File: src/results_pkg.sv
`default_nettype none

package results_pkg;

    //////////////////////////////
    // Sizes
    //////////////////////////////

    localparam int NUM_LANES       = 2;
    localparam int SLOTS_PER_BATCH = 8;
    localparam int SLOT_IDX_W      = 3;
    localparam int WORD_W          = 32;
    localparam int WORDS_PER_REC   = 4;
    localparam int WORDS_PER_BATCH = SLOTS_PER_BATCH * WORDS_PER_REC;
    localparam int WORD_IDX_W      = 5;
    localparam int FIFO_DEPTH      = 4;

    //////////////////////////////
    // Records and beats
    //////////////////////////////

    // Field order is also the output word order
    typedef struct packed {
        logic [WORD_W-1:0] query_id;
        logic [WORD_W-1:0] ref_id;
        logic [WORD_W-1:0] min_val;
        logic [WORD_W-1:0] position;
    } match_rec_t;

    typedef struct packed {
        logic       valid;
        match_rec_t rec;
    } lane_in_t;

    typedef match_rec_t [SLOTS_PER_BATCH-1:0] batch_t;

    typedef struct packed {
        logic [WORD_W-1:0] data;
        logic              last;
    } beat_t;

    typedef enum logic {
        SER_IDLE,
        SER_SEND
    } ser_state_t;

endpackage

`default_nettype wire

File: src/stream_fifo.sv
`timescale 1ns/1ps
`default_nettype none

module stream_fifo (
    input  wire                            clk,
    input  wire                            rst,
    input  wire                            i_wr_en,
    input  wire results_pkg::beat_t        i_wr_beat,
    output logic                           o_full,
    output logic                           o_tvalid,
    output logic [results_pkg::WORD_W-1:0] o_tdata,
    output logic                           o_tlast,
    input  wire                            i_tready
);

    results_pkg::beat_t mem [results_pkg::FIFO_DEPTH];

    logic [$clog2(results_pkg::FIFO_DEPTH)-1:0]   wr_ptr;
    logic [$clog2(results_pkg::FIFO_DEPTH)-1:0]   rd_ptr;
    logic [$clog2(results_pkg::FIFO_DEPTH+1)-1:0] count;
    logic                                         push;
    logic                                         pop;

    assign o_full   = (32'(count) == results_pkg::FIFO_DEPTH);
    assign o_tvalid = (count != '0);

    // Head beat is visible before it is taken
    assign o_tdata = mem[rd_ptr].data;
    assign o_tlast = mem[rd_ptr].last;

    assign push = i_wr_en && !o_full;
    assign pop  = o_tvalid && i_tready;

    always_ff @(posedge clk) begin
        if (push) begin
            mem[wr_ptr] <= i_wr_beat;
        end
    end

    //////////////////////////////
    // Pointers and count
    //////////////////////////////

    // Depth is a power of two, pointers wrap on their own
    always_ff @(posedge clk) begin
        if (rst) begin
            wr_ptr <= '0;
            rd_ptr <= '0;
            count  <= '0;
        end else begin
            if (push) begin
                wr_ptr <= wr_ptr + 1'b1;
            end
            if (pop) begin
                rd_ptr <= rd_ptr + 1'b1;
            end
            if (push && !pop) begin
                count <= count + 1'b1;
            end else if (pop && !push) begin
                count <= count - 1'b1;
            end
        end
    end

endmodule

`default_nettype wire

File: config.mk
export PLATFORM = sky130hd
export DESIGN_NAME = stream_fifo
export DESIGN_NICKNAME = d
export VERILOG_FILES = /design/src/results_pkg.sv /design/src/stream_fifo.sv
export SDC_FILE = /design/constraint.sdc
export NUM_CORES = 1
export LEC_CHECK = 0
export ABC_AREA = 1
export ABC_CLOCK_PERIOD_IN_PS = 7500
export BUFFER_PORTS_ARGS = -buffer_cell sky130_fd_sc_hd__buf_2
export CAP_MARGIN = 20
export CORE_MARGIN = 2
export CORE_UTILIZATION = 55
export DETAILED_ROUTE_END_ITERATION = 10
export PLACE_DENSITY = 0.86
export SETUP_SLACK_MARGIN = 0.05
export SKIP_LAST_GASP = 1
export SLEW_MARGIN = 40
export SYNTH_ARGS = -nofsm -noshare
export SYNTH_HDL_FRONTEND = slang
export SYNTH_SLANG_ARGS = --single-unit
File: constraint.sdc
create_clock -name clk -period 7.5 [get_ports clk]
set_input_delay 1.875 -clock clk [delete_from_list [all_inputs] [get_ports clk]]
set_output_delay 1.875 -clock clk [all_outputs]
set_load 0.02 [all_outputs]
; ---- Word-level counts from Yosys, hierarchy flattened
; Memory sizes are Yosys's and may differ from the RTL's. A register that Yosys moved wholly into a read port is not among the register bits.
; Index checks and enable logic that the tools add are counted.
; Widths: inputs -> output; s select.
[word_totals]
memories = 1
output_inout_bits = 35
in_bits = 37
reg_bits = 7
word_cells = 24
mem_bits_rw = 132
[op_classes]
n_reduce_logical = 9
eq_ne = 1
add_sub_neg = 4
mux = 6
[mem_list]
columns = name, words, word_bits, read_ports, rd_clocked_by_memory_dff, wr, line
row1 = mem, 4, 33, 1, 1, 1, stream_fifo.sv:16  ; results_pkg::beat_t mem [results_pkg::FIFO_DEPTH];
[op_table]
columns = op, n
row1 = $mux 3, 2
row2 = $add 2x1->2 const B, 2
row3 = $logic_and 1x1->1, 4
row4 = $mux 2, 2
row5 = $add 3x1->3 const B, 1
row6 = $eq 3x3->1 const B, 1
row7 = $logic_not 1->1, 3
row8 = $reduce_bool 3->1, 1
row9 = $sub 3x1->3 const B, 1
row10 = $mux 1, 2
row11 = $reduce_bool 2->1, 1

; ---- Depth between registers and ports, before layout
[depth]
ltp_word = 7
mapped_depth = 13
depth_no_buf = 13

; ---- Least setup slack after synthesis
; OpenSTA, ideal clock, no wires.
[synth_timing]
path_type = in2reg
startpoint = input i_wr_en
endpoint = memory mem[0][0] (netlist bit), enable pin
path_slack_ns = 3.695
stages = 2
arrival_time_ns = 3.382
setup_ns = 0.423
path_buffers = 0
required_time_ns = 7.077
path_cell_list = nand2_1 -> nor2_1
[synth_between]
elab_chain_len = 3
[synth_rtl]
columns = item, line
row1 = start: declaration, stream_fifo.sv:7  ; input wire i_wr_en,
row2 = $logic_and 1x1->1, stream_fifo.sv:31  ; assign push = i_wr_en && !o_full;
row3 = $mux 1, stream_fifo.sv:35  ; if (push) begin
row4 = $mux 1 (implied by the code), stream_fifo.sv:36  ; mem[wr_ptr] <= i_wr_beat;
row5 = end: declaration, stream_fifo.sv:16
; Every way passes these cells.

==> results.ini <==
[worst_setup_path]
slowest_stage=buf_4
r2r-end=count[1]
cpPeakStageDelay_ns=0.52
critPathRequiredTime_ns=5.62
r2r-start=count[0]
path_class=flop to output pin
path_cells=buf_4, inv_4, o21ai_0, o22ai_1, buf_2
start_kind=flop
rr_worst_depth=9
arrival_ns=2.46
critPathCaptureType=output pin
r2r_slack_ns=5.36
path_max_fanout=67
critPathCapture=o_tdata[31]

[clock_tree]
clkSlewWorstSetupHoldPaths_ns=0.06
cts_hold_buf=0
cts_setup_buffers=0
clock_latency_ns=0.52
ctsResizeCount=0
numCtsBuffers=17
htree_levels=4
cts_tree=built
cts_sinks=141
cts_max_path_buffers=2
cts_root_buf=clkbuf_8

[route]
post-route-drc-count=0
drt-total-wl_um=10700
wl_per_cell_um=17.4
drt.antenna.violating_nets=0
drtIter0Drc=158
vias_per_cell=5.49
vias=3353
drt_first_pass_iters=4

[timing]
hold_violations=0
fmax_mhz=231
finalMaxSlewViolations=0
setup_viol=0
setup_tns_ns=0
skew_ns=0.0108
rsz0062_at_grt=false
post-route-period-util=0.578
period_minus_slack_ns=4.33
worst_pin_slew_ns=0.670
relSlewSlack=0.553

[die]
chipHeight_um=103
die_area_um2=10600
placementRows=36
die_x_um=103
start_util=0.561
core_area_um2=9640
num_io_pins=72

[pwr]
swShare=0.320
power_switching_mw=0.763
combPwrFrac=0.250
p_int_mw=1.62
power.share.clock=0.333
power.total_mw=2.38
power_frac_seq=0.417
p_leak_nw=2.37
p_per_area_nw_per_um2=366
ir_drop_mv=0.248

[synth]
ys_seq_area_frac=0.767
syn-num-nets=431
syn_inst=388
synth_area_um2=5410
synth-seq-cells=141
syn_avg_cell_area_um2=13.9
post_synth_num_cell_types=20
ys_warn_count=0

[layout]
drive_above_1_share=0.243
fill_cells=694
fin_nets=508
multiInputGateArea_um2=1060
final_cell_mix=132 x edfxtp_1, 76 x nor2_1, 71 x buf_2
seqCellArea_um2=4150
final_common_cell=edfxtp_1
syn_to_final_growth_pct=20.5
diodes=0

[place]
place.gp.congestion=0.735
io_buffers=71
place_hpwl_um=6390

[global_routing]
antenna_found_initial=0
grt_max_degree=68
grt.total_usage=0.217
use_met1=0.266
use_met2=0.359
first_global_vias=3298
overflow=0
grtUsageMet3=0.0705
busiest_layer=met2
grt_pass1_wl_um=16500

[run_status]
status=finished, final reports clean

[job]
cap_violations=0

[hold_path]
hold_path_class=flop to flop

==> registers in the layout, summed over array words and instances (netlist names), named ones only <==
| register | cells |
|---|---|
| count | 3 |
| mem | 132 |
| wr_ptr | 2 |
| rd_ptr | 2 |
==> critical path: cells and delay by family (launching register included) <==
kind                   cells  cell delay [ns]
buffers and inverters      3             1.11
AO/OA/AOI/OAI              2             0.49
flip-flops                 1             0.31
==> power by group through the flow <==
| stage | registers (mW) | logic (mW) | clock network, mW |
|---|---|---|---|
| after global placement | 1.01 | 0.555 | 0 |
| after CTS | 0.993 | 0.604 | 0.806 |
| final | 0.994 | 0.596 | 0.794 |
| after global routing | 1.00 | 0.660 | 0.842 |
| after detailed placement | 1.01 | 0.600 | 0 |
| after floorplan | 0.999 | 0.422 | 0 |
==> stage by stage <==
stage / area (µm²) / std cells / util / hold WS, ns / worst slack (ns)
global route: 6510 / 611 / 0.675 / 0.527 / 2.93
finish: 6510 / 611 / 0.675 / 0.514 / 3.17
detailed placement: 5930 / 579 / 0.615 / 0.504 / 3.72
CTS: 6510 / 611 / 0.675 / 0.502 / 3.10
global placement: 5800 / 573 / 0.602 / 0.478 / 3.42
floorplan: 5410 / 388 / - / 0.459 / 3.69
==> synth_stat cells <==
master	instances	area share
buf_8	1	0.0028
nor2_1	80	0.056
inv_2	2	0.0014
edfxtp_1	132	0.73
clkbuf_2	2	0.0019
nand3b_1	1	0.0014
buf_6	9	0.019
dfxtp_1	9	0.033
xor2_1	1	0.0016
o22ai_1	33	0.038
o21ai_0	49	0.045
a21oi_1	3	0.0028
clkbuf_1	1	0.00069
fa_1	1	0.0037
nand3_1	4	0.0037
inv_1	15	0.010
o21ai_1	18	0.017
ha_1	5	0.012
buf_2	7	0.0065
nand2_1	15	0.010
==> how the worst min path moves through the flow <==
| stage | cells after the start | slack [ns] | end | start |
|---|---|---|---|---|
| after floorplan | 2 | 0.46 | flop | rd_ptr[1] |
| after global placement | 2 | 0.48 | flop | rd_ptr[0] |
| after detailed placement | 2 | 0.50 | flop | rd_ptr[1] |
| after CTS | 2 | 0.50 | flop | rd_ptr[1] |
| after global routing | 2 | 0.53 | flop | rd_ptr[1] |
| final | 2 | 0.51 | flop | rd_ptr[1] |
==> cell type report <==
cell class | instances | area share
repair buffers | 78 | 0.0753
multi-input cells | 210 | 0.163
well taps | 133 | 0.0256
clock buffers | 23 | 0.0784
clock inverters | 9 | 0.0106
inverters | 17 | 0.0102
flip-flops and latches | 141 | 0.637
==> cell families after synthesis <==
| kind of cell | Yosys count | share of synthesized area |
|---|---|---|
| AO/OA/AOI/OAI | 103 | 0.103 |
| XOR/XNOR | 1 | 0.00162 |
| adder cells (fa/ha/maj) | 6 | 0.0153 |
| buffers and inverters | 37 | 0.0424 |
| flip-flops | 141 | 0.767 |
| AND/OR/NAND/NOR | 100 | 0.0711 |
==> per-layer routing <==
layer  up-vias  part of all wire
li1       1589                 -
met1      1634              0.41
met2       122              0.51
met3         8             0.072
met4         0            0.0089
met5         -                 0
No activity file was read; power rests on OpenSTA's default activity.
