<file path="src/results_pkg.sv">
`default_nettype none

package results_pkg;

    //////////////////////////////
    // Sizes
    //////////////////////////////

    localparam int NUM_LANES       = 2;
    localparam int SLOTS_PER_BATCH = 8;
    localparam int SLOT_IDX_W      = 3;
    localparam int WORD_W          = 32;
    localparam int WORDS_PER_REC   = 4;
    localparam int WORDS_PER_BATCH = SLOTS_PER_BATCH * WORDS_PER_REC;
    localparam int WORD_IDX_W      = 5;
    localparam int FIFO_DEPTH      = 4;

    //////////////////////////////
    // Records and beats
    //////////////////////////////

    // Field order is also the output word order
    typedef struct packed {
        logic [WORD_W-1:0] query_id;
        logic [WORD_W-1:0] ref_id;
        logic [WORD_W-1:0] min_val;
        logic [WORD_W-1:0] position;
    } match_rec_t;

    typedef struct packed {
        logic       valid;
        match_rec_t rec;
    } lane_in_t;

    typedef match_rec_t [SLOTS_PER_BATCH-1:0] batch_t;

    typedef struct packed {
        logic [WORD_W-1:0] data;
        logic              last;
    } beat_t;

    typedef enum logic {
        SER_IDLE,
        SER_SEND
    } ser_state_t;

endpackage

`default_nettype wire

</file>
<file path="src/result_serializer.sv">
`timescale 1ns/1ps
`default_nettype none

module result_serializer (
    input  wire                        clk,
    input  wire                        rst,
    input  wire                        i_start,
    input  wire results_pkg::batch_t   i_batch,
    input  wire                        i_fifo_full,
    output logic                       o_wr_en,
    output results_pkg::beat_t         o_wr_beat
);

    results_pkg::ser_state_t                state;
    logic [results_pkg::WORD_IDX_W-1:0]     word_idx;
    logic [results_pkg::SLOT_IDX_W-1:0]     slot_sel;
    logic                                   last_word;
    results_pkg::match_rec_t                cur_rec;

    assign slot_sel  = results_pkg::SLOT_IDX_W'(word_idx / results_pkg::WORDS_PER_REC);
    assign cur_rec   = i_batch[slot_sel];
    assign last_word = (word_idx ==
                        results_pkg::WORD_IDX_W'(results_pkg::WORDS_PER_BATCH - 1));

    // Word select within the current record
    always_comb begin
        case (word_idx % results_pkg::WORDS_PER_REC)
            0:       o_wr_beat.data = cur_rec.query_id;
            1:       o_wr_beat.data = cur_rec.ref_id;
            2:       o_wr_beat.data = cur_rec.min_val;
            default: o_wr_beat.data = cur_rec.position;
        endcase
        o_wr_beat.last = last_word;
    end

    assign o_wr_en = (state == results_pkg::SER_SEND) && !i_fifo_full;

    //////////////////////////////
    // FSM
    //////////////////////////////

    always_ff @(posedge clk) begin
        if (rst) begin
            state    <= results_pkg::SER_IDLE;
            word_idx <= '0;
        end else begin
            case (state)
                results_pkg::SER_IDLE: begin
                    if (i_start) begin
                        state    <= results_pkg::SER_SEND;
                        word_idx <= '0;
                    end
                end
                default: begin
                    // Hold the word while the FIFO is full
                    if (!i_fifo_full) begin
                        if (last_word) begin
                            state <= results_pkg::SER_IDLE;
                        end
                        word_idx <= word_idx + 1'b1;
                    end
                end
            endcase
        end
    end

endmodule

`default_nettype wire

</file>
<file path="config.mk">
export PLATFORM = sky130hd
export DESIGN_NAME = result_serializer
export DESIGN_NICKNAME = d
export VERILOG_FILES = /design/src/results_pkg.sv /design/src/result_serializer.sv
export SDC_FILE = /design/constraint.sdc
export NUM_CORES = 1
export LEC_CHECK = 0
export BUFFER_PORTS_ARGS = -buffer_cell sky130_fd_sc_hd__buf_2
export CAP_MARGIN = 20
export CORE_AREA = 2 2 409 411
export DETAILED_ROUTE_END_ITERATION = 8
export DIE_AREA = 0 0 411 413
export GPL_ROUTABILITY_DRIVEN = 0
export PLACE_DENSITY = 0.32
export SETUP_SLACK_MARGIN = 0.3
export SLEW_MARGIN = 20
export SYNTH_ARGS = -nofsm -noshare
export SYNTH_HDL_FRONTEND = slang
export SYNTH_SLANG_ARGS = --single-unit
</file>
<file path="constraint.sdc">
create_clock -name clk -period 2.6 [get_ports clk]
set_input_delay 0.52 -clock clk [delete_from_list [all_inputs] [get_ports clk]]
set_output_delay 0.52 -clock clk [all_outputs]
set_load 0.005 [all_outputs]
</file>
Word level (Yosys, flattened, before mapping)
Index checks and enable logic that the tools add are counted.

Input port bits: 1028. Logic and storage cells: 23. Output and inout port bits: 34. Flip-flop bits (word level): 6.

Add/subtract/negate cells: 1. Multiplexer cells: 10. Magnitude comparators: 1. Reduce and logical (&&, ||, !) cells: 5. Equal/unequal tests: 4.

Operators by type and width (number): binary-select mux 128 bit (select 3 bit) (1); two-way mux 128 bit (1); case mux 32 bit (3 select lines) (1); logical NOT 32 bit (1); two-way mux 5 bit (3); adder 5 x 1 -> 5 bit (second input constant) (1); == test 5 bit (second input constant) (1); less-than comparator 3 x 4 -> 1 bit (second input constant) (1); two-way mux 1 bit (4); == test 2 x 1 -> 1 bit (second input constant) (1); == test 2 bit (second input constant) (1); inequality test 2 bit (second input constant) (1); AND reduction 2 bit (1); nonzero test 2 bit (1); logical AND 1 bit (1); logical NOT 1 bit (1).

Logic depth before layout (Yosys ltp)
Gate-level depths: netlist of the first run.

Depth in word-level cells: 4. Gate-level depth with buffers: 9. Depth with buffers taken out: 6.

Worst setup path after synthesis of the first run
Ideal clock, no wire load.

Kind: register to output. Start: register word_idx[1] (netlist bit). End: output o_wr_beat[10] (netlist bit). Path buffers: 3. Setup slack: 246 ps. Cell stages (with the launch flop): 10. Arrival: 1834 ps. Data required time: 2080 ps. Cells stage by stage: dfxtp_1 > inv_1 > ha_1 > clkbuf_2 > or3b_2 > clkbuf_1 > buf_2 > o22ai_1 > a211oi_1 > a32oi_1.

RTL lines: start: declaration (line result_serializer.sv:15) `logic [results_pkg::WORD_IDX_W-1:0] word_idx;`; start signal: assignment (line result_serializer.sv:60) `word_idx <= word_idx + 1'b1;`; end: declaration (line result_serializer.sv:11) `output results_pkg::beat_t o_wr_beat`.

==> flow_summary.ini, run 1 <==
[status]
status = finished, violations left
violations = negative setup slack

[clock_network]
clk_pin_slew_ns = 0.04
cts_tree = done
cts-root-buf = clkbuf_16
hold_buffers = 0
clk_latency_ns = 0.24
numCtsBuffers = 3
cts.sinks = 6
h-tree-depth = 1
clk_path_buf_depth = 2

[logic_synthesis]
synth-edff-count = 0
synth_top_area_share_pct = 53.01
syn-num-nets = 1741
synth_area_leaders = mux4_2 (53%), mux2i_1 (18%), o22ai_1 (4.3%), mux2_2 (4.3%), a32oi_1 (3.0%)
synthCells = 708
ys_types = 35
yosys-top-cells-count = mux4_2 (198), mux2i_1 (148), o22ai_1 (58)
synth-warning-count = 0
synth.avg_cell_area_um2 = 11.88
synthFlopType = dfxtp_1
synth-seq-area-share_pct = 1.428
synth-seq-cells = 6
netlist_area_mm2 = 0.008412
synth_most_common_cell = mux4_2
synthArstFlopShare_pct = 0
yosys.area.top_type = mux4_2

[setup_path]
worstReg2RegStart = word_idx[0]$_SDFFE_PP0P_
crit_family = multiplexers
arrival_ns = 2.63
cp-start-kind = flop
crit_chain = buf_12 > mux4_2 > mux2_4 > a221oi_4 > buf_4 > a22oi_2 > buf_2
critPathSlowestCell = mux4_2
ff2ff_setup_slack_ns = 0.83
critical_path_depth = 7
worst_ep_required_time_ns = 2.08
path_buf_inv = 3
crit_type = flop to primary output
r2r_cells = 8
r2r-end = word_idx[4]$_SDFFE_PP0P_
slowest_delay_ns = 0.65
end_kind = primary output
worstPathMaxFanout = 11

[finish]
drive_gt1_share_pct = 85.19
nets = 2972
post-route-util_pct = 11.92
syn2layout_area_growth_pct = 135.0
finalNonFillerCells = 4188

[place]
preCtsSetupSlack_ns = -1.031
hpwl_um = 125300
portBuffers = 1061
placed_cells = 4106

[power]
p_per_area_mw_per_mm2 = 129.3
power.leakage_uw = 0.007792
ir_drop_mv = 0.1046

[die]
start_util_pct = 5.070
die_area_mm2 = 0.1697
num_io_pins = 1062
dieHeight_um = 413
core_area_mm2 = 0.1659
die_w_um = 411
core.rowCount = 150

[drt]
routedWlPerCell_um = 32.49
vias = 13790
via_per_inst = 3.292
route.detailed.drc = 0
drtAntennaViolNets = 0
drtIter0Drc = 988
wl_um = 136100
drt-pass1-iter-count = 5

[sta]
finalMaxSlewViolations = 0
skew_ns = 0.002068
relSlewSlack_pct = 67.59
tightestPinTransition_ns = 0.4833
final.setup.worst_slack_ns = -0.5501
rsz0062_at_grt = yes
max_freq_mhz = 317.5
finalCritPeriodShare_pct = 121.2
finalHoldViolations = 0
setup_viol = 32
finalCriticalPeriod_ns = 3.150

[min_path]
hold_path_class = input port to flop
hold_start = rst
worstHoldEndpoint = word_idx[3]$_SDFFE_PP0P_
holdPathStages = 2

[global_route]
gr-total-overflow = 0
grt_pass1_vias = 13760
antenna_found_initial = 184
grt_pass1_wl_um = 161400
grt_max_degree = 35
grt_usage_pct = 15.03

[run]
cap_violations = 0
==> layout by cell type, fill, tap and decap left out, types with 3 or more instances in the layout <==
cell type	n
a211oi_1	9
a211oi_2	4
a211oi_4	10
a21oi_1	24
a221oi_4	3
a22oi_1	6
a22oi_2	9
a32oi_1	20
a32oi_2	6
a32oi_4	3
buf_12	43
buf_16	6
buf_2	1050
buf_4	196
buf_6	21
clkbuf_16	5
dfxtp_4	3
diode_2	46
mux2_2	17
mux2_4	15
mux2i_1	139
mux2i_2	4
mux2i_4	5
mux4_2	198
nand2_1	15
nand2_2	8
nand2_4	6
nand3_1	3
nand3b_1	4
nor2_1	5
nor3_1	6
nor3_2	3
o22ai_1	40
o22ai_2	11
o22ai_4	7
or3b_4	3
==> worst reg2reg max path, delay by kind of cell, from the launching register on <==
family                     cells  cell delay (ns)
AOI/OAI and AO/OA              1             0.18
and+or+nand+nor                2             0.23
DFF                            1             0.35
buffers and inverters          3             0.43
adders and majority gates      2             0.47
==> kinds of logic (layout without fill, tap and decap cells) <==
| logic type | after synthesis | count (layout) | synth area share (%) |
|---|---|---|---|
| AO/OA/AOI/OAI | 158 | 158 | 13.06 |
| AND/OR/NAND/NOR | 62 | 63 | 3.540 |
| adder cells (fa/ha/maj) | 5 | 5 | 0.7437 |
| multiplexers | 378 | 378 | 74.91 |
| flip-flops | 6 | 6 | 1.428 |
| buffers and inverters | 99 | 1328 | 6.321 |
| other | 0 | 46 | 0 |
==> layer usage <==
metal	vias up	track usage [%]	part of all wire [%]
met5	-	0	0.61
met4	126	2.002	1.6
met3	293	5.595	9.3
met2	915	26.42	50
met1	6760	17.69	39
li1	5694	-	-
==> state kept, by name, indices dropped and copies added, names as in the netlist <==
signal    cells
word_idx      5
state         1
==> power by group <==
| part | total [uW] | leakage [uW] | internal (uW) | switching [uW] |
|---|---|---|---|---|
| clock network | 279 | 0.0000384 | 206 | 73.8 |
| registers | 94.8 | 0.0000517 | 92.0 | 2.79 |
| logic | 2180 | 0.00770 | 1160 | 1020 |
==> timing repair <==
action | in CTS | in global routing
pin swaps | 16 | 9
endpoints found under the hold margin | 0 | 0
gates cloned | 3 | 2
gates resized for setup | 132 | 44
endpoints found under the setup margin | 33 | 33
buffers inserted | 10 | 17
==> area by class of cell <==
class                      count  area, um^2
multi-input combinational    604        8543
sequential                     6       132.6
antenna                       46       115.1
timing repair buffer        1322        8134
clock buffer                   4       78.83
tap                         2204        2758
fill                       19230      146100
inverter                       2       7.507
==> worst max-delay path by stage <==
stage	from	to	slack [ns]
final	word_idx[2]$_SDFFE_PP0P_	o_wr_beat[27]	-0.55
after global routing	word_idx[2]$_SDFFE_PP0P_	o_wr_beat[27]	-0.60
after CTS	word_idx[2]$_SDFFE_PP0P_	o_wr_beat[1]	-0.64
after detailed placement	word_idx[2]$_SDFFE_PP0P_	o_wr_beat[27]	-1.03
after global placement	word_idx[2]$_SDFFE_PP0P_	o_wr_beat[27]	-1.05
after floorplan	word_idx[1]$_SDFFE_PP0P_	o_wr_beat[10]	0.30
==> through the flow <==
stage               hold slack, ns  total power, uW  instance area, um^2  TNS [ns]
global placement            0.5828             2194                18300    -12.34
global route                0.6079             2711                19680    -15.64
finish                      0.5973             2556                19770    -12.98
floorplan                   0.5187            562.6                 8419         0
detailed placement          0.5882             2202                18320    -11.84
CTS                         0.5970             2613                19250    -15.45
No activity file was read; power rests on OpenSTA's default activity.
==> run 2: changes to the inputs <==
--- a/config.mk
+++ b/config.mk
@@ -7,9 +7,9 @@
 export LEC_CHECK = 0
 export BUFFER_PORTS_ARGS = -buffer_cell sky130_fd_sc_hd__buf_2
 export CAP_MARGIN = 20
-export CORE_AREA = 2 2 409 411
+export CORE_AREA = 2 2 410 412
 export DETAILED_ROUTE_END_ITERATION = 8
-export DIE_AREA = 0 0 411 413
+export DIE_AREA = 0 0 412 414
 export GPL_ROUTABILITY_DRIVEN = 0
 export PLACE_DENSITY = 0.32
 export SETUP_SLACK_MARGIN = 0.3
==> run 2 against run 1 <==
Compared with the run above:
- the flow still finishes with violations (negative setup slack)
- maximum frequency fell by 1.2%
- via count is 3.0% higher
- clock-buffer cell count unchanged
- worst setup slack worse by 0.038 ns
- flip-flop and latch count did not move
- register-to-register slack about the same
- sequential power about the same
- sequential share of layout area hardly changed
- utilization rose by 0.79 points
- clock skew is 0.0013 ns lower
- critical path type unchanged
==> flow_summary.ini, run 2 (synthesis gave the netlist of run 1 again) <==
[sta]
tightestPinTransition_ns = 0.6296
finalMaxSlewViolations = 0
hold_slack_ns = 0.5889
finalCritPeriodShare_pct = 122.6
setup_viol = 32
rsz0062_at_grt = yes
relSlewSlack_pct = 58.03
skew_ns = 0.0007812
max_freq_mhz = 313.7
finalCriticalPeriod_ns = 3.188
setup_tns_ns = -13.67
final.setup.worst_slack_ns = -0.5880
finalHoldViolations = 0

[clock_network]
cts-root-buf = clkbuf_16
h-tree-depth = 1
clk_latency_ns = 0.25
numCtsBuffers = 3
clk_path_buf_depth = 2
cts.sinks = 6
clk_pin_slew_ns = 0.04
cts_tree = done

[finish]
layout_common_cells = buf_2 (1,050), mux4_2 (198), buf_4 (182)
syn2layout_area_growth_pct = 151.1
top_regs = word_idx x5, state x1
post-route-util_pct = 12.70
drive_gt1_share_pct = 88.50
final_cell_area_mm2 = 0.02112
largest_register = word_idx
largest_reg_flops = 5
nets = 3026
layout_commonest_cell = buf_2

[power]
power.leakage_uw = 0.008366
swShare_pct = 43.48
clock_power_share_pct = 11.0
p_comb_share_pct = 85.4
p_per_area_mw_per_mm2 = 124.6
p_seq_share_pct = 3.6
p_int_uw = 1488
ir_drop_mv = 0.1308
power.switching_uw = 1145

[min_path]
hold_path_class = input port to flop
holdPathStages = 2

[global_route]
gr-total-overflow = 0
grt_pass1_wl_um = 169100
antenna_found_initial = 164
met3_usage_pct = 4.124
grt_pass1_vias = 14490
use_met2_pct = 28.31
use_met1_pct = 18.82
grt_usage_pct = 15.67
grt_max_degree = 43
grt.busiest_layer = met2

[drt]
drtIter0Drc = 891
route.detailed.drc = 0
routedWlPerCell_um = 33.08
wl_um = 139900
vias = 14200
drt-pass1-iter-count = 6
via_per_inst = 3.357
drtAntennaViolNets = 0

[status]
violations = negative setup slack
status = finished, violations left

[setup_path]
crit_chain = buf_12 > buf_12 > mux4_2 > mux2_4 > a221oi_2 > buf_4 > a22oi_2 > buf_2
critical_path_depth = 8
cp-start-kind = flop
crit_family = multiplexers
path_buf_inv = 4
r2r_cells = 9
slowest_delay_ns = 0.58
arrival_ns = 2.67
worst_ep_required_time_ns = 2.08
critPathSlowestCell = mux4_2
crit_type = flop to primary output
end_kind = primary output
worstPathMaxFanout = 6
critPathMostFrequentCell = buf_12

[die]
num_io_pins = 1062
start_util_pct = 5.059
die_area_mm2 = 0.1706
core_area_mm2 = 0.1663
die_w_um = 412
dieHeight_um = 414
core.rowCount = 150

[place]
placed_cell_area_mm2 = 0.01826
preCtsSetupSlack_ns = -1.403
hpwl_um = 128000
portBuffers = 1061

[run]
cap_violations = 0
run 2: cell count changes in the layout (fill, tap and decap cells not counted), sizes merged:
cell / delta
buf: +57
clkbuf: -1
diode: -13
bufbuf: -1
or3b: -1
run 2: repair_timing:
item                       CTS  global route
setup endpoints to repair   33            33
pin swaps                   27            35
cloned                       7             1
resized for setup          235           113
hold buffers                 0             0
setup buffers               49            37
run 2: routing by layer:
| metal | vias to the layer above | share of wire (%) |
|---|---|---|
| met4 | 92 | 1.8 |
| met3 | 283 | 7.9 |
| met5 | - | 0.42 |
| met1 | 7057 | 39 |
| met2 | 981 | 50 |
| li1 | 5784 | - |
run 2: cell type report:
type | instances | area, um^2
fill | 19190 | 145200
tap | 2204 | 2758
antenna | 33 | 82.58
clock buffer | 4 | 78.83
timing repair buffer | 1377 | 9110
inverter | 2 | 7.507
multi-input combinational | 603 | 8952
sequential | 6 | 135.1
run 2: worst paths after layout:
check | start | endpoint | slack, ns
setup / recovery | word_idx[2]$_SDFFE_PP0P_ | o_wr_beat[27] | -0.59
hold / removal | rst | word_idx[3]$_SDFFE_PP0P_ | 0.59
setup reg to reg | word_idx[0]$_SDFFE_PP0P_ | word_idx[4]$_SDFFE_PP0P_ | 0.84
hold reg to reg | state$_SDFF_PP0_ | state$_SDFF_PP0_ | 0.61
run 2: power groups by stage:
stage | Combinational [uW] | Sequential (uW) | Clock (uW)
floorplan | 464 | 98.7 | 0
CTS | 2250 | 94.2 | 304
global route | 2380 | 95.1 | 303
global placement | 2090 | 95.8 | 0
detailed placement | 2110 | 95.6 | 0
finish | 2250 | 94.6 | 289
run 2: worst register-to-register path, delay by kind of cell (launching register included):
| family | cells | cell delay, ns |
|---|---|---|
| AOI/OAI and AO/OA | 1 | 0.16 |
| adders and majority gates | 2 | 0.39 |
| buffers and inverters | 4 | 0.51 |
| DFF | 1 | 0.35 |
| and+or+nand+nor | 2 | 0.23 |
run 2: stage by stage:
step,cells,total power (uW)
after floorplan,708,562.6
after global placement,4096,2189
after detailed placement,4098,2201
after CTS,4158,2651
after global routing,4203,2778
final,4229,2633
