[config.mk]
export PLATFORM = sky130hd
export DESIGN_NAME = batch_controller
export DESIGN_NICKNAME = d
export VERILOG_FILES = /design/src/results_pkg.sv /design/src/batch_controller.sv
export SDC_FILE = /design/constraint.sdc
export NUM_CORES = 1
export LEC_CHECK = 0
export BUFFER_PORTS_ARGS = -buffer_cell sky130_fd_sc_hd__clkbuf_2
export CAP_MARGIN = 5
export CORE_MARGIN = 8
export CORE_UTILIZATION = 30
export DETAILED_ROUTE_END_ITERATION = 8
export PLACE_DENSITY = 0.87
export REMOVE_ABC_BUFFERS = 1
export SLEW_MARGIN = 20
export SYNTH_ARGS = -nofsm -noshare
export SYNTH_HDL_FRONTEND = slang
export SYNTH_SLANG_ARGS = --single-unit
[constraint.sdc]
create_clock -name clk -period 2.65 [get_ports clk]
set_clock_uncertainty 0.15 [all_clocks]
set_input_delay 0.265 -clock clk [delete_from_list [all_inputs] [get_ports clk]]
set_output_delay 0.265 -clock clk [all_outputs]
set_load 0.01 [all_outputs]
[src/results_pkg.sv]
`default_nettype none

package results_pkg;

    //////////////////////////////
    // Sizes
    //////////////////////////////

    localparam int NUM_LANES       = 2;
    localparam int SLOTS_PER_BATCH = 8;
    localparam int SLOT_IDX_W      = 3;
    localparam int WORD_W          = 32;
    localparam int WORDS_PER_REC   = 4;
    localparam int WORDS_PER_BATCH = SLOTS_PER_BATCH * WORDS_PER_REC;
    localparam int WORD_IDX_W      = 5;
    localparam int FIFO_DEPTH      = 4;

    //////////////////////////////
    // Records and beats
    //////////////////////////////

    // Field order is also the output word order
    typedef struct packed {
        logic [WORD_W-1:0] query_id;
        logic [WORD_W-1:0] ref_id;
        logic [WORD_W-1:0] min_val;
        logic [WORD_W-1:0] position;
    } match_rec_t;

    typedef struct packed {
        logic       valid;
        match_rec_t rec;
    } lane_in_t;

    typedef match_rec_t [SLOTS_PER_BATCH-1:0] batch_t;

    typedef struct packed {
        logic [WORD_W-1:0] data;
        logic              last;
    } beat_t;

    typedef enum logic {
        SER_IDLE,
        SER_SEND
    } ser_state_t;

endpackage

`default_nettype wire

[src/batch_controller.sv]
`timescale 1ns/1ps
`default_nettype none

module batch_controller (
    input  wire                            clk,
    input  wire                            rst,
    input  wire [results_pkg::WORD_W-1:0]  i_seg_cnt [results_pkg::NUM_LANES],
    input  wire [results_pkg::WORD_W-1:0]  i_seg_target [results_pkg::NUM_LANES],
    input  wire                            i_tx_results,
    output logic                           o_batch_done,
    output logic                           o_tx_start
);

    logic result_ready;
    logic tx_req;
    logic fire;

    // All lanes reached their segment target
    always_comb begin
        o_batch_done = 1'b1;
        for (int i = 0; i < results_pkg::NUM_LANES; i++) begin
            if (i_seg_cnt[i] != i_seg_target[i]) begin
                o_batch_done = 1'b0;
            end
        end
    end

    assign fire = result_ready && tx_req;

    //////////////////////////////
    // Transmit latches
    //////////////////////////////

    always_ff @(posedge clk) begin
        if (rst) begin
            result_ready <= 1'b0;
            tx_req       <= 1'b0;
            o_tx_start   <= 1'b0;
        end else begin
            result_ready <= (result_ready && !fire) || o_batch_done;
            tx_req       <= (tx_req && !fire) || i_tx_results;
            o_tx_start   <= fire;
        end
    end

endmodule

`default_nettype wire

# Yosys cells after proc, flatten, opt, wreduce, memory -nomap -nowiden
# Index checks and enable logic that the tools add are counted.
# Widths: inputs -> output; s select.
dict set report word_totals {
  wordCells 13
  ff_bits 3
  input_bits 131
}
dict set report classes {
  reduce_logical 6
  n_eq_ne 2
  mux 2
}
# op count
set op_table {}
lappend op_table {{$ne 32x32->1} 2}
lappend op_table {{$logic_and 1x1->1} 3}
lappend op_table {{$logic_or 1x1->1} 2}
lappend op_table {{$mux 1} 2}
lappend op_table {{$logic_not 1->1} 1}

# Longest topological paths before layout
# Gate-level depths: netlist (run 1).
dict set report depth {
  word_depth 4
  ltp_mapped 5
  mapped_depth_nobuf 5
}

# Worst setup path after synthesis (run 1)
# OpenSTA, ideal clock, no wires.
dict set report synth_path {
  path_type {input port to output port}
  startpoint {input port i_seg_target[4] (netlist bit)}
  endpoint {output port o_batch_done}
  n_path_buf 0
  stages 4
  t_required_ns 2.235
  t_arrival_ns 1.202
  path_slack_ns 1.033
  path_cell_list {xor2_1 nor4_1 nand4_1 nor4_2}
}
dict set report synth_between {
  elab_chain_len 2
}
# item line_no
set synth_lines {}
lappend synth_lines {{start, declared} batch_controller.sv:8} ;# input wire [results_pkg::WORD_W-1:0] i_seg_target [results_pkg::NUM_LANES],
lappend synth_lines {{$ne 32x32->1} batch_controller.sv:22} ;# if (i_seg_cnt[i] != i_seg_target[i]) begin
lappend synth_lines {{$mux 1} batch_controller.sv:22}
lappend synth_lines {{end, declared} batch_controller.sv:10} ;# output logic o_batch_done,
# Every way passes these cells.

# Worst setup path in the final report (run 1)
dict set report layout_path {
  startpoint {input port i_seg_target[21] (netlist bit)}
  endpoint {output port o_batch_done}
}
# Same word-level chain as after synthesis.

==> reports/results.ini, run 1 <==
[sta]
grt_setup_unrepaired=false
setup_viol=0
setup_slack_ns=0.7189
hold_slack_ns=0.07134
fin_crit_ns=1.931
fmax_mhz=517.8
worstMarginPinSlew_ns=0.2911
timing.final.crit_share_pct=72.87
maxSlewViolCount=0
timing.slew.headroom_pct=80.42
tns_ns=0
hold_violations=0

[logic_synthesis]
synthTopCellsByArea=xor2_1 71%, nor4_1 13%, dfxtp_1 7.6%
yosys.cell_count.top_type=xor2_1
synth_area_um2=792.0
yosysUniqueCellTypes=10
async_reset_ff_share_pct=0
ys_warn_count=0
synth_area_leader_cell=xor2_1
avgSynthCellArea_um2=8.337
synth_top_area_share_pct=70.77
synth_edf_count=0
ys_seq_area_share_pct=7.583
syn_inst=95
ys_ff_latch=3
synth_ff_type=dfxtp_1
synthTopCellsByCount=64 x xor2_1, 16 x nor4_1, 4 x nand4_1

[placement]
post-place-ws_ns=0.6709
globalplace.congestion=0.7061
io_buffers=132
place_inst=257
hpwl_um=3353

[finish]
drive_gt1_share_pct=58.87
area_growth_pct=91.47
num_antenna_cells=0
fin_nets=363
stdcell_count=261
n_fill_cell=238
post-route-util_pct=60.66

[critical_path]
r2r_start=result_ready
crit_fanout=2
rr_worst_depth=3
worst-setup-path-type=primary input to output pin
r2r_end=result_ready
ff2ff_setup_slack_ns=1.83
crit_path_start_kind=primary input
cp.arrival_ns=1.52
required_ns=2.24
end_kind=output pin

[cts]
clk_pin_slew_worst_paths_ns=0.04
clock_latency_ns=0.23
htreeDepth=1
numCtsBuffers=3
clk_path_buf_depth=2
cts_sinks=3
postCtsResizedCells=0
cts_root_buf=clkbuf_4
cts_tree=built
hold_buffers=0
cts_setup_buffers=0

[power_and_ir_drop]
p_per_area_nw_per_um2=207.5
peakVddDrop_mv=0.1845
p_leak_nw=0.8917

[route]
vias_per_cell=4.437
vias=1158
drc=0
first_pass_iters=4
wirelength_um=3419
ant_nets=0
wl_per_cell_um=13.10
drtIter0Drc=13

[floorplan]
ios=133
die_area_um2=4540
fp.dieW_um=67.38
die_h_um=67.38
row_count=18
core_area_um2=2500
initial_core_util_pct=31.68

[job]
cap_violations=0

[global_route]
grt_pass1_vias=1372
grt_usage_pct=13.95
grt_pass1_wl_um=5078
grt_overflow=0
grt_max_degree=4
antenna_found_initial=0

[hold_path]
holdPathEnd=tx_req
min_path_type=primary input to flip-flop
min_from=rst
whs_path_depth=2

[outcome]
status=finished, final reports clean

-- cells by family after synthesis --
group | Yosys count | synth area share (%)
simple gates | 25 | 19.27
xor+xnor | 64 | 70.77
buf+inv | 1 | 0.4735
flops | 3 | 7.583
compound gates | 2 | 1.895
-- layer usage --
| layer | part of all wire [%] | wire length, µm | up-vias | track usage, % |
|---|---|---|---|---|
| li1 | - | - | 600 | - |
| met1 | 30 | 1024 | 481 | 11.76 |
| met2 | 54 | 1830 | 77 | 28.43 |
| met3 | 16 | 563 | 0 | 6.126 |
| met4 | 0 | 0 | 0 | 3.916 |
| met5 | 0 | 0 | - | 0 |
-- state kept, by name (all words and copies together), names as in the netlist --
register	flops
tx_req	1
o_tx_start	1
result_ready	1
-- through the flow --
step	total power [mW]	cell area (µm²)
3_3_place_gp	0.2312	1490
5_1_grt	0.3489	1516
4_1_cts	0.3210	1516
2_1_floorplan	0.1173	792.0
6_report	0.3147	1516
3_5_place_dp	0.2361	1490
-- power by group --
part           internal, mW  total [mW]  switching [mW]
Clock                0.0565      0.0813          0.0248
Sequential           0.0465      0.0472        0.000755
Combinational         0.113       0.186          0.0733
-- layout make-up --
type	count	area (µm²)	share of cell area (%)
multi-input combinational	91	728.2	48.02
timing repair buffer	132	660.6	43.56
sequential	3	60.06	3.960
tap	30	37.54	2.475
clock buffer	4	26.28	1.733
inverter	1	3.754	0.2475
-- critical path: stages --
cell and delay [ns]:
clkbuf_2 0.09, xor2_1 0.15, nor4_1 0.32, nand4_1 0.16
nor4_2 0.34, clkbuf_2 0.19
-- worst max path at each step --
stage / from / end / slack [ns] / depth (start not counted)
2_1_floorplan: i_seg_target[4] / o_batch_done / 1.03 / 4
3_3_place_gp: i_seg_target[21] / o_batch_done / 0.70 / 6
3_5_place_dp: i_seg_target[40] / o_batch_done / 0.67 / 6
4_1_cts: i_seg_target[21] / o_batch_done / 0.67 / 6
5_1_grt: i_seg_target[53] / o_batch_done / 0.56 / 6
6_report: i_seg_target[21] / o_batch_done / 0.72 / 6
-- layout by cell type, fill, tap and decap left out --
cell,instances
clkbuf_2,132
xor2_1,64
nor4_1,16
nand4_1,4
nor2_1,3
clkbuf_4,3
dfxtp_1,3
nor4_2,1
inv_1,1
a21oi_1,1
nand2_1,1
o21ba_1,1
clkbuf_1,1
Power figures use the tool's default switching activity.
==> run 2, diff against run 1 <==
- CORE_UTILIZATION: 30 -> 25
- PLACE_DENSITY: 0.87 -> 0.77
- clock period: 2.65 -> 1.65 ns (I/O delays scaled with it)
==> reports/results.ini, run 2 (same netlist as run 1, synthesis figures left out) <==
[floorplan]
core_area_um2=3028
initial_core_util_pct=26.16
ios=133
die_h_um=72.29
row_count=20
die_area_um2=5225
fp.dieW_um=72.29

[critical_path]
r2r_start=result_ready
cp.arrival_ns=1.45
crit_family=simple AND/OR/NAND/NOR gates
path_cells=buf_6, xor2_1, nor4_1, nand4_1, nor4_2, buf_2
worst-setup-path-type=primary input to output pin
cp-startpoint=i_seg_cnt[0]
critPathBufInv=2
required_ns=1.33
slowest_delay_ns=0.37
crit_path_start_kind=primary input
end_kind=output pin
slowest_stage=nor4_2
crit_fanout=2

[cts]
cts_sinks=3
clk_pin_slew_worst_paths_ns=0.04
numCtsBuffers=3
clock_latency_ns=0.23
htreeDepth=1
cts_tree=built
clk_path_buf_depth=2
cts_root_buf=clkbuf_4

[hold_path]
min_path_type=flip-flop to flip-flop
min_from=result_ready

[sta]
setup_slack_ns=-0.1140
hold_violations=0
hold_slack_ns=0.2809
fmax_mhz=566.9
setup_viol=1
fin_crit_ns=1.764
worstMarginPinSlew_ns=0.2782
maxSlewViolCount=0
timing.slew.headroom_pct=81.30
timing.final.crit_share_pct=106.9
grt_setup_unrepaired=true

[placement]
globalplace.congestion=0.8141
place_inst=272
io_buffers=132
hpwl_um=3382

[outcome]
status=finished, violations left
violations=setup timing

[job]
cap_violations=0

[global_route]
grt_pass1_vias=1320
grt_overflow=0
grt_pass1_wl_um=5292
grt_max_degree=4
antenna_found_initial=0
grt_usage_pct=12.38

[finish]
area_growth_pct=99.53
n_fill_cell=313
drive_gt1_share_pct=59.40
final_common_cell=clkbuf_2
fin_nets=366
num_antenna_cells=0
most-common-layout-cells=130 x clkbuf_2, 64 x xor2_1, 14 x nor4_1, 4 x nand4_1
stdcell_count=278
reg_top3=o_tx_start: 1 flops, result_ready: 1 flops, tx_req: 1 flops

[power_and_ir_drop]
peakVddDrop_mv=0.1208
p_leak_nw=0.9092
p_per_area_nw_per_um2=325.4

[route]
ant_nets=0
wirelength_um=3495
wl_per_cell_um=12.57
vias=1170
drtIter0Drc=8
first_pass_iters=2
drc=0
vias_per_cell=4.209

run 2: cell count changes in the layout (fill, tap and decap cells not counted):
cell | before | now
buf_6 | 0 | 1
nor4_2 | 1 | 3
buf_2 | 0 | 1
clkbuf_2 | 132 | 130
nor4_1 | 16 | 14
buf_4 | 0 | 1
dlygate4sd3_1 | 0 | 2
run 2: timing repair:
item | 4_1_cts | 5_1_grt
pin swaps | 1 | 5
endpoints found under the hold margin | 2 | 0
hold buffers | 2 | 0
endpoints found under the setup margin | 1 | 1
setup buffers | 0 | 0
resized for setup | 0 | 4
run 2: where the power goes:
| group | total, mW | switching [mW] | leakage [nW] | internal [mW] |
|---|---|---|---|---|
| logic | 0.310 | 0.123 | 0.870 | 0.187 |
| registers | 0.0758 | 0.00105 | 0.0245 | 0.0747 |
| clock network | 0.128 | 0.0378 | 0.0150 | 0.0906 |
run 2: path summary, 6_finish.rpt:
check	endpoint	slack [ns]	depth (start not counted)
setup / recovery	o_batch_done	-0.11	6
hold / removal	o_tx_start	0.28	2
setup reg to reg	result_ready	0.83	3
hold reg to reg	o_tx_start	0.28	2
run 2: worst min-delay path: cells and delay by family (launching register included):
kind | cells | cell delay [ns]
simple gates | 2 | 0.09
flops | 1 | 0.30
run 2: per-layer routing:
metal  GRT usage (%)  share of wire [%]  vias up
li1                -                  -      605
met1           10.89                 33      480
met2           23.67                 51       83
met3           7.300                 16        2
met4           2.041               0.29        0
met5               0                  0        -
run 2: metrics by stage:
step / cell area, µm² / TNS (ns) / utilization [%] / worst slack, ns / power, mW
after floorplan: 792.0 / 0 / - / 0.1602 / 0.1884
after global placement: 1515 / -0.3045 / 50.04 / -0.1719 / 0.3733
after detailed placement: 1515 / -0.2626 / 50.04 / -0.1456 / 0.3800
after CTS: 1562 / -0.1399 / 51.57 / -0.1399 / 0.5153
after global routing: 1580 / -0.1909 / 52.19 / -0.1909 / 0.5626
final: 1580 / -0.1140 / 52.19 / -0.1140 / 0.5143
run 2: cell type report:
class,count,area [µm²],share of cell area (%)
flip-flops and latches,3,60.06,3.800
well taps,44,55.05,3.484
clock buffers,4,26.28,1.663
repair buffers,135,694.4,43.94
multi-input cells,91,740.7,46.87
inverters,1,3.754,0.2375
==> run 3, diff against run 2 <==
--- a/config.mk
+++ b/config.mk
@@ -13,4 +13,5 @@
 export PLACE_DENSITY = 0.77
 export REMOVE_ABC_BUFFERS = 1
+export SETUP_SLACK_MARGIN = 0.5
 export SLEW_MARGIN = 20
 export SYNTH_ARGS = -nofsm -noshare
==> constraint.sdc (replaced) <==
create_clock -name clk -period 1.65 [get_ports clk]
set_clock_uncertainty 0.15 [all_clocks]
set_input_delay 0.33 -clock clk [delete_from_list [all_inputs] [get_ports clk]]
set_output_delay 0.33 -clock clk [all_outputs]
set_load 0.01 [all_outputs]
==> reports/results.ini, run 3 (same netlist as run 1, synthesis figures left out) <==
[floorplan]
row_count=20
die_area_um2=5225
die_h_um=72.29
fp.dieW_um=72.29
initial_core_util_pct=26.16
ios=133
core_area_um2=3028

[critical_path]
r2r_start=result_ready
worst-setup-path-type=primary input to output pin
end_kind=output pin
path_cells=clkbuf_2, xor2_1, nor4_1, nand4_1, nor4_4, buf_2
r2r_end=result_ready
slowest_stage=nor4_1
cp.arrival_ns=1.59
slowest_delay_ns=0.31
required_ns=1.17
ff2ff_setup_slack_ns=0.82
crit_path_start_kind=primary input
crit_fanout=2
cp-startpoint=i_seg_target[7]
rr_worst_depth=3

[job]
cap_violations=0

[sta]
setup_viol=2
tns_ns=-0.5553
grt_setup_unrepaired=true
timing.slew.headroom_pct=79.58
hold_violations=0
fmax_mhz=482.6
timing.final.crit_share_pct=125.6
setup_slack_ns=-0.4220
fin_crit_ns=2.072
maxSlewViolCount=0
worstMarginPinSlew_ns=0.3035

[global_route]
antenna_found_initial=0
grt_pass1_vias=1358
grt_pass1_wl_um=5292
grt_max_degree=4
grt_usage_pct=12.27
grt_overflow=0

[placement]
post-place-ws_ns=-0.4831
globalplace.congestion=0.8301
place_area_um2=1515
place_inst=272
io_buffers=132
hpwl_um=3362

[cts]
hold_buffers=0
clock_latency_ns=0.23
clk_pin_slew_worst_paths_ns=0.04
cts_root_buf=clkbuf_4
clk_path_buf_depth=2
cts_tree=built
cts_sinks=3
numCtsBuffers=3
htreeDepth=1

[finish]
fin_nets=366
final_common_cell=clkbuf_2
num_antenna_cells=0
reg_top3=o_tx_start: 1 flops, result_ready: 1 flops, tx_req: 1 flops
drive_gt1_share_pct=60.26
area_growth_pct=100.9
most-common-layout-cells=129 x clkbuf_2, 64 x xor2_1, 14 x nor4_1, 4 x nand4_1
stdcell_count=278
design_area_um2=1592

[route]
ant_nets=0
vias_per_cell=4.219
wl_per_cell_um=12.72
first_pass_iters=4
vias=1173
wirelength_um=3537
drc=0
drtIter0Drc=15

[power_and_ir_drop]
p_leak_nw=0.9311
p_per_area_nw_per_um2=320.1
peakVddDrop_mv=0.1305
power_mw=0.5094

[hold_path]
whs_path_depth=2
min_path_type=primary input to flip-flop
min_from=rst
holdPathEnd=o_tx_start

[outcome]
status=finished, violations left
violations=setup timing

[run 3: cell type report]
class	instances	area, µm²
sequential	3	60.06
inverter	1	3.754
tap	44	55.05
timing repair buffer	135	696.9
clock buffer	4	26.28
fill	316	1436
multi-input combinational	91	749.5
[run 3: critical path: cells and delay by family]
kind          cells  cell delay, ns
simple gates      3            0.84
buf+inv           2            0.27
xor+xnor          1            0.16
[run 3: power by group]
part | switching [mW] | internal (mW) | leakage (nW)
combinational | 0.125 | 0.184 | 0.892
sequential | 0.00104 | 0.0748 | 0.0245
clock | 0.0344 | 0.0903 | 0.0150
[run 3: metrics by stage]
step	hold slack, ns	util [%]
2_1_floorplan	0.2515	-
3_3_place_gp	0.2734	50.04
3_5_place_dp	0.2725	50.04
4_1_cts	0.1328	51.69
5_1_grt	0.1482	52.56
6_report	0.1349	52.56
[run 3: how the worst max path moves through the flow]
stage	to	slack, ns	cells past startpoint
2_1_floorplan	o_batch_done	-0.1	4
6_report	o_batch_done	-0.42	6
3_3_place_gp	o_batch_done	-0.47	6
4_1_cts	o_batch_done	-0.43	6
3_5_place_dp	o_batch_done	-0.48	6
5_1_grt	o_batch_done	-0.48	6
[run 3: metal layers]
metal / part of all wire [%] / GRT usage [%]
met1: 33 / 11.05
met2: 51 / 23.47
met3: 15 / 7.163
met4: 0 / 1.361
met5: 0 / 0
[run 3: timing repair]
| item | CTS | global route |
|---|---|---|
| gates resized for setup | 3 | 5 |
| endpoints found under the hold margin | 0 | 0 |
| endpoints found under the setup margin | 2 | 3 |
| pin swaps | 1 | 7 |
| cloned | 0 | 0 |
| buffers inserted | 1 | 1 |
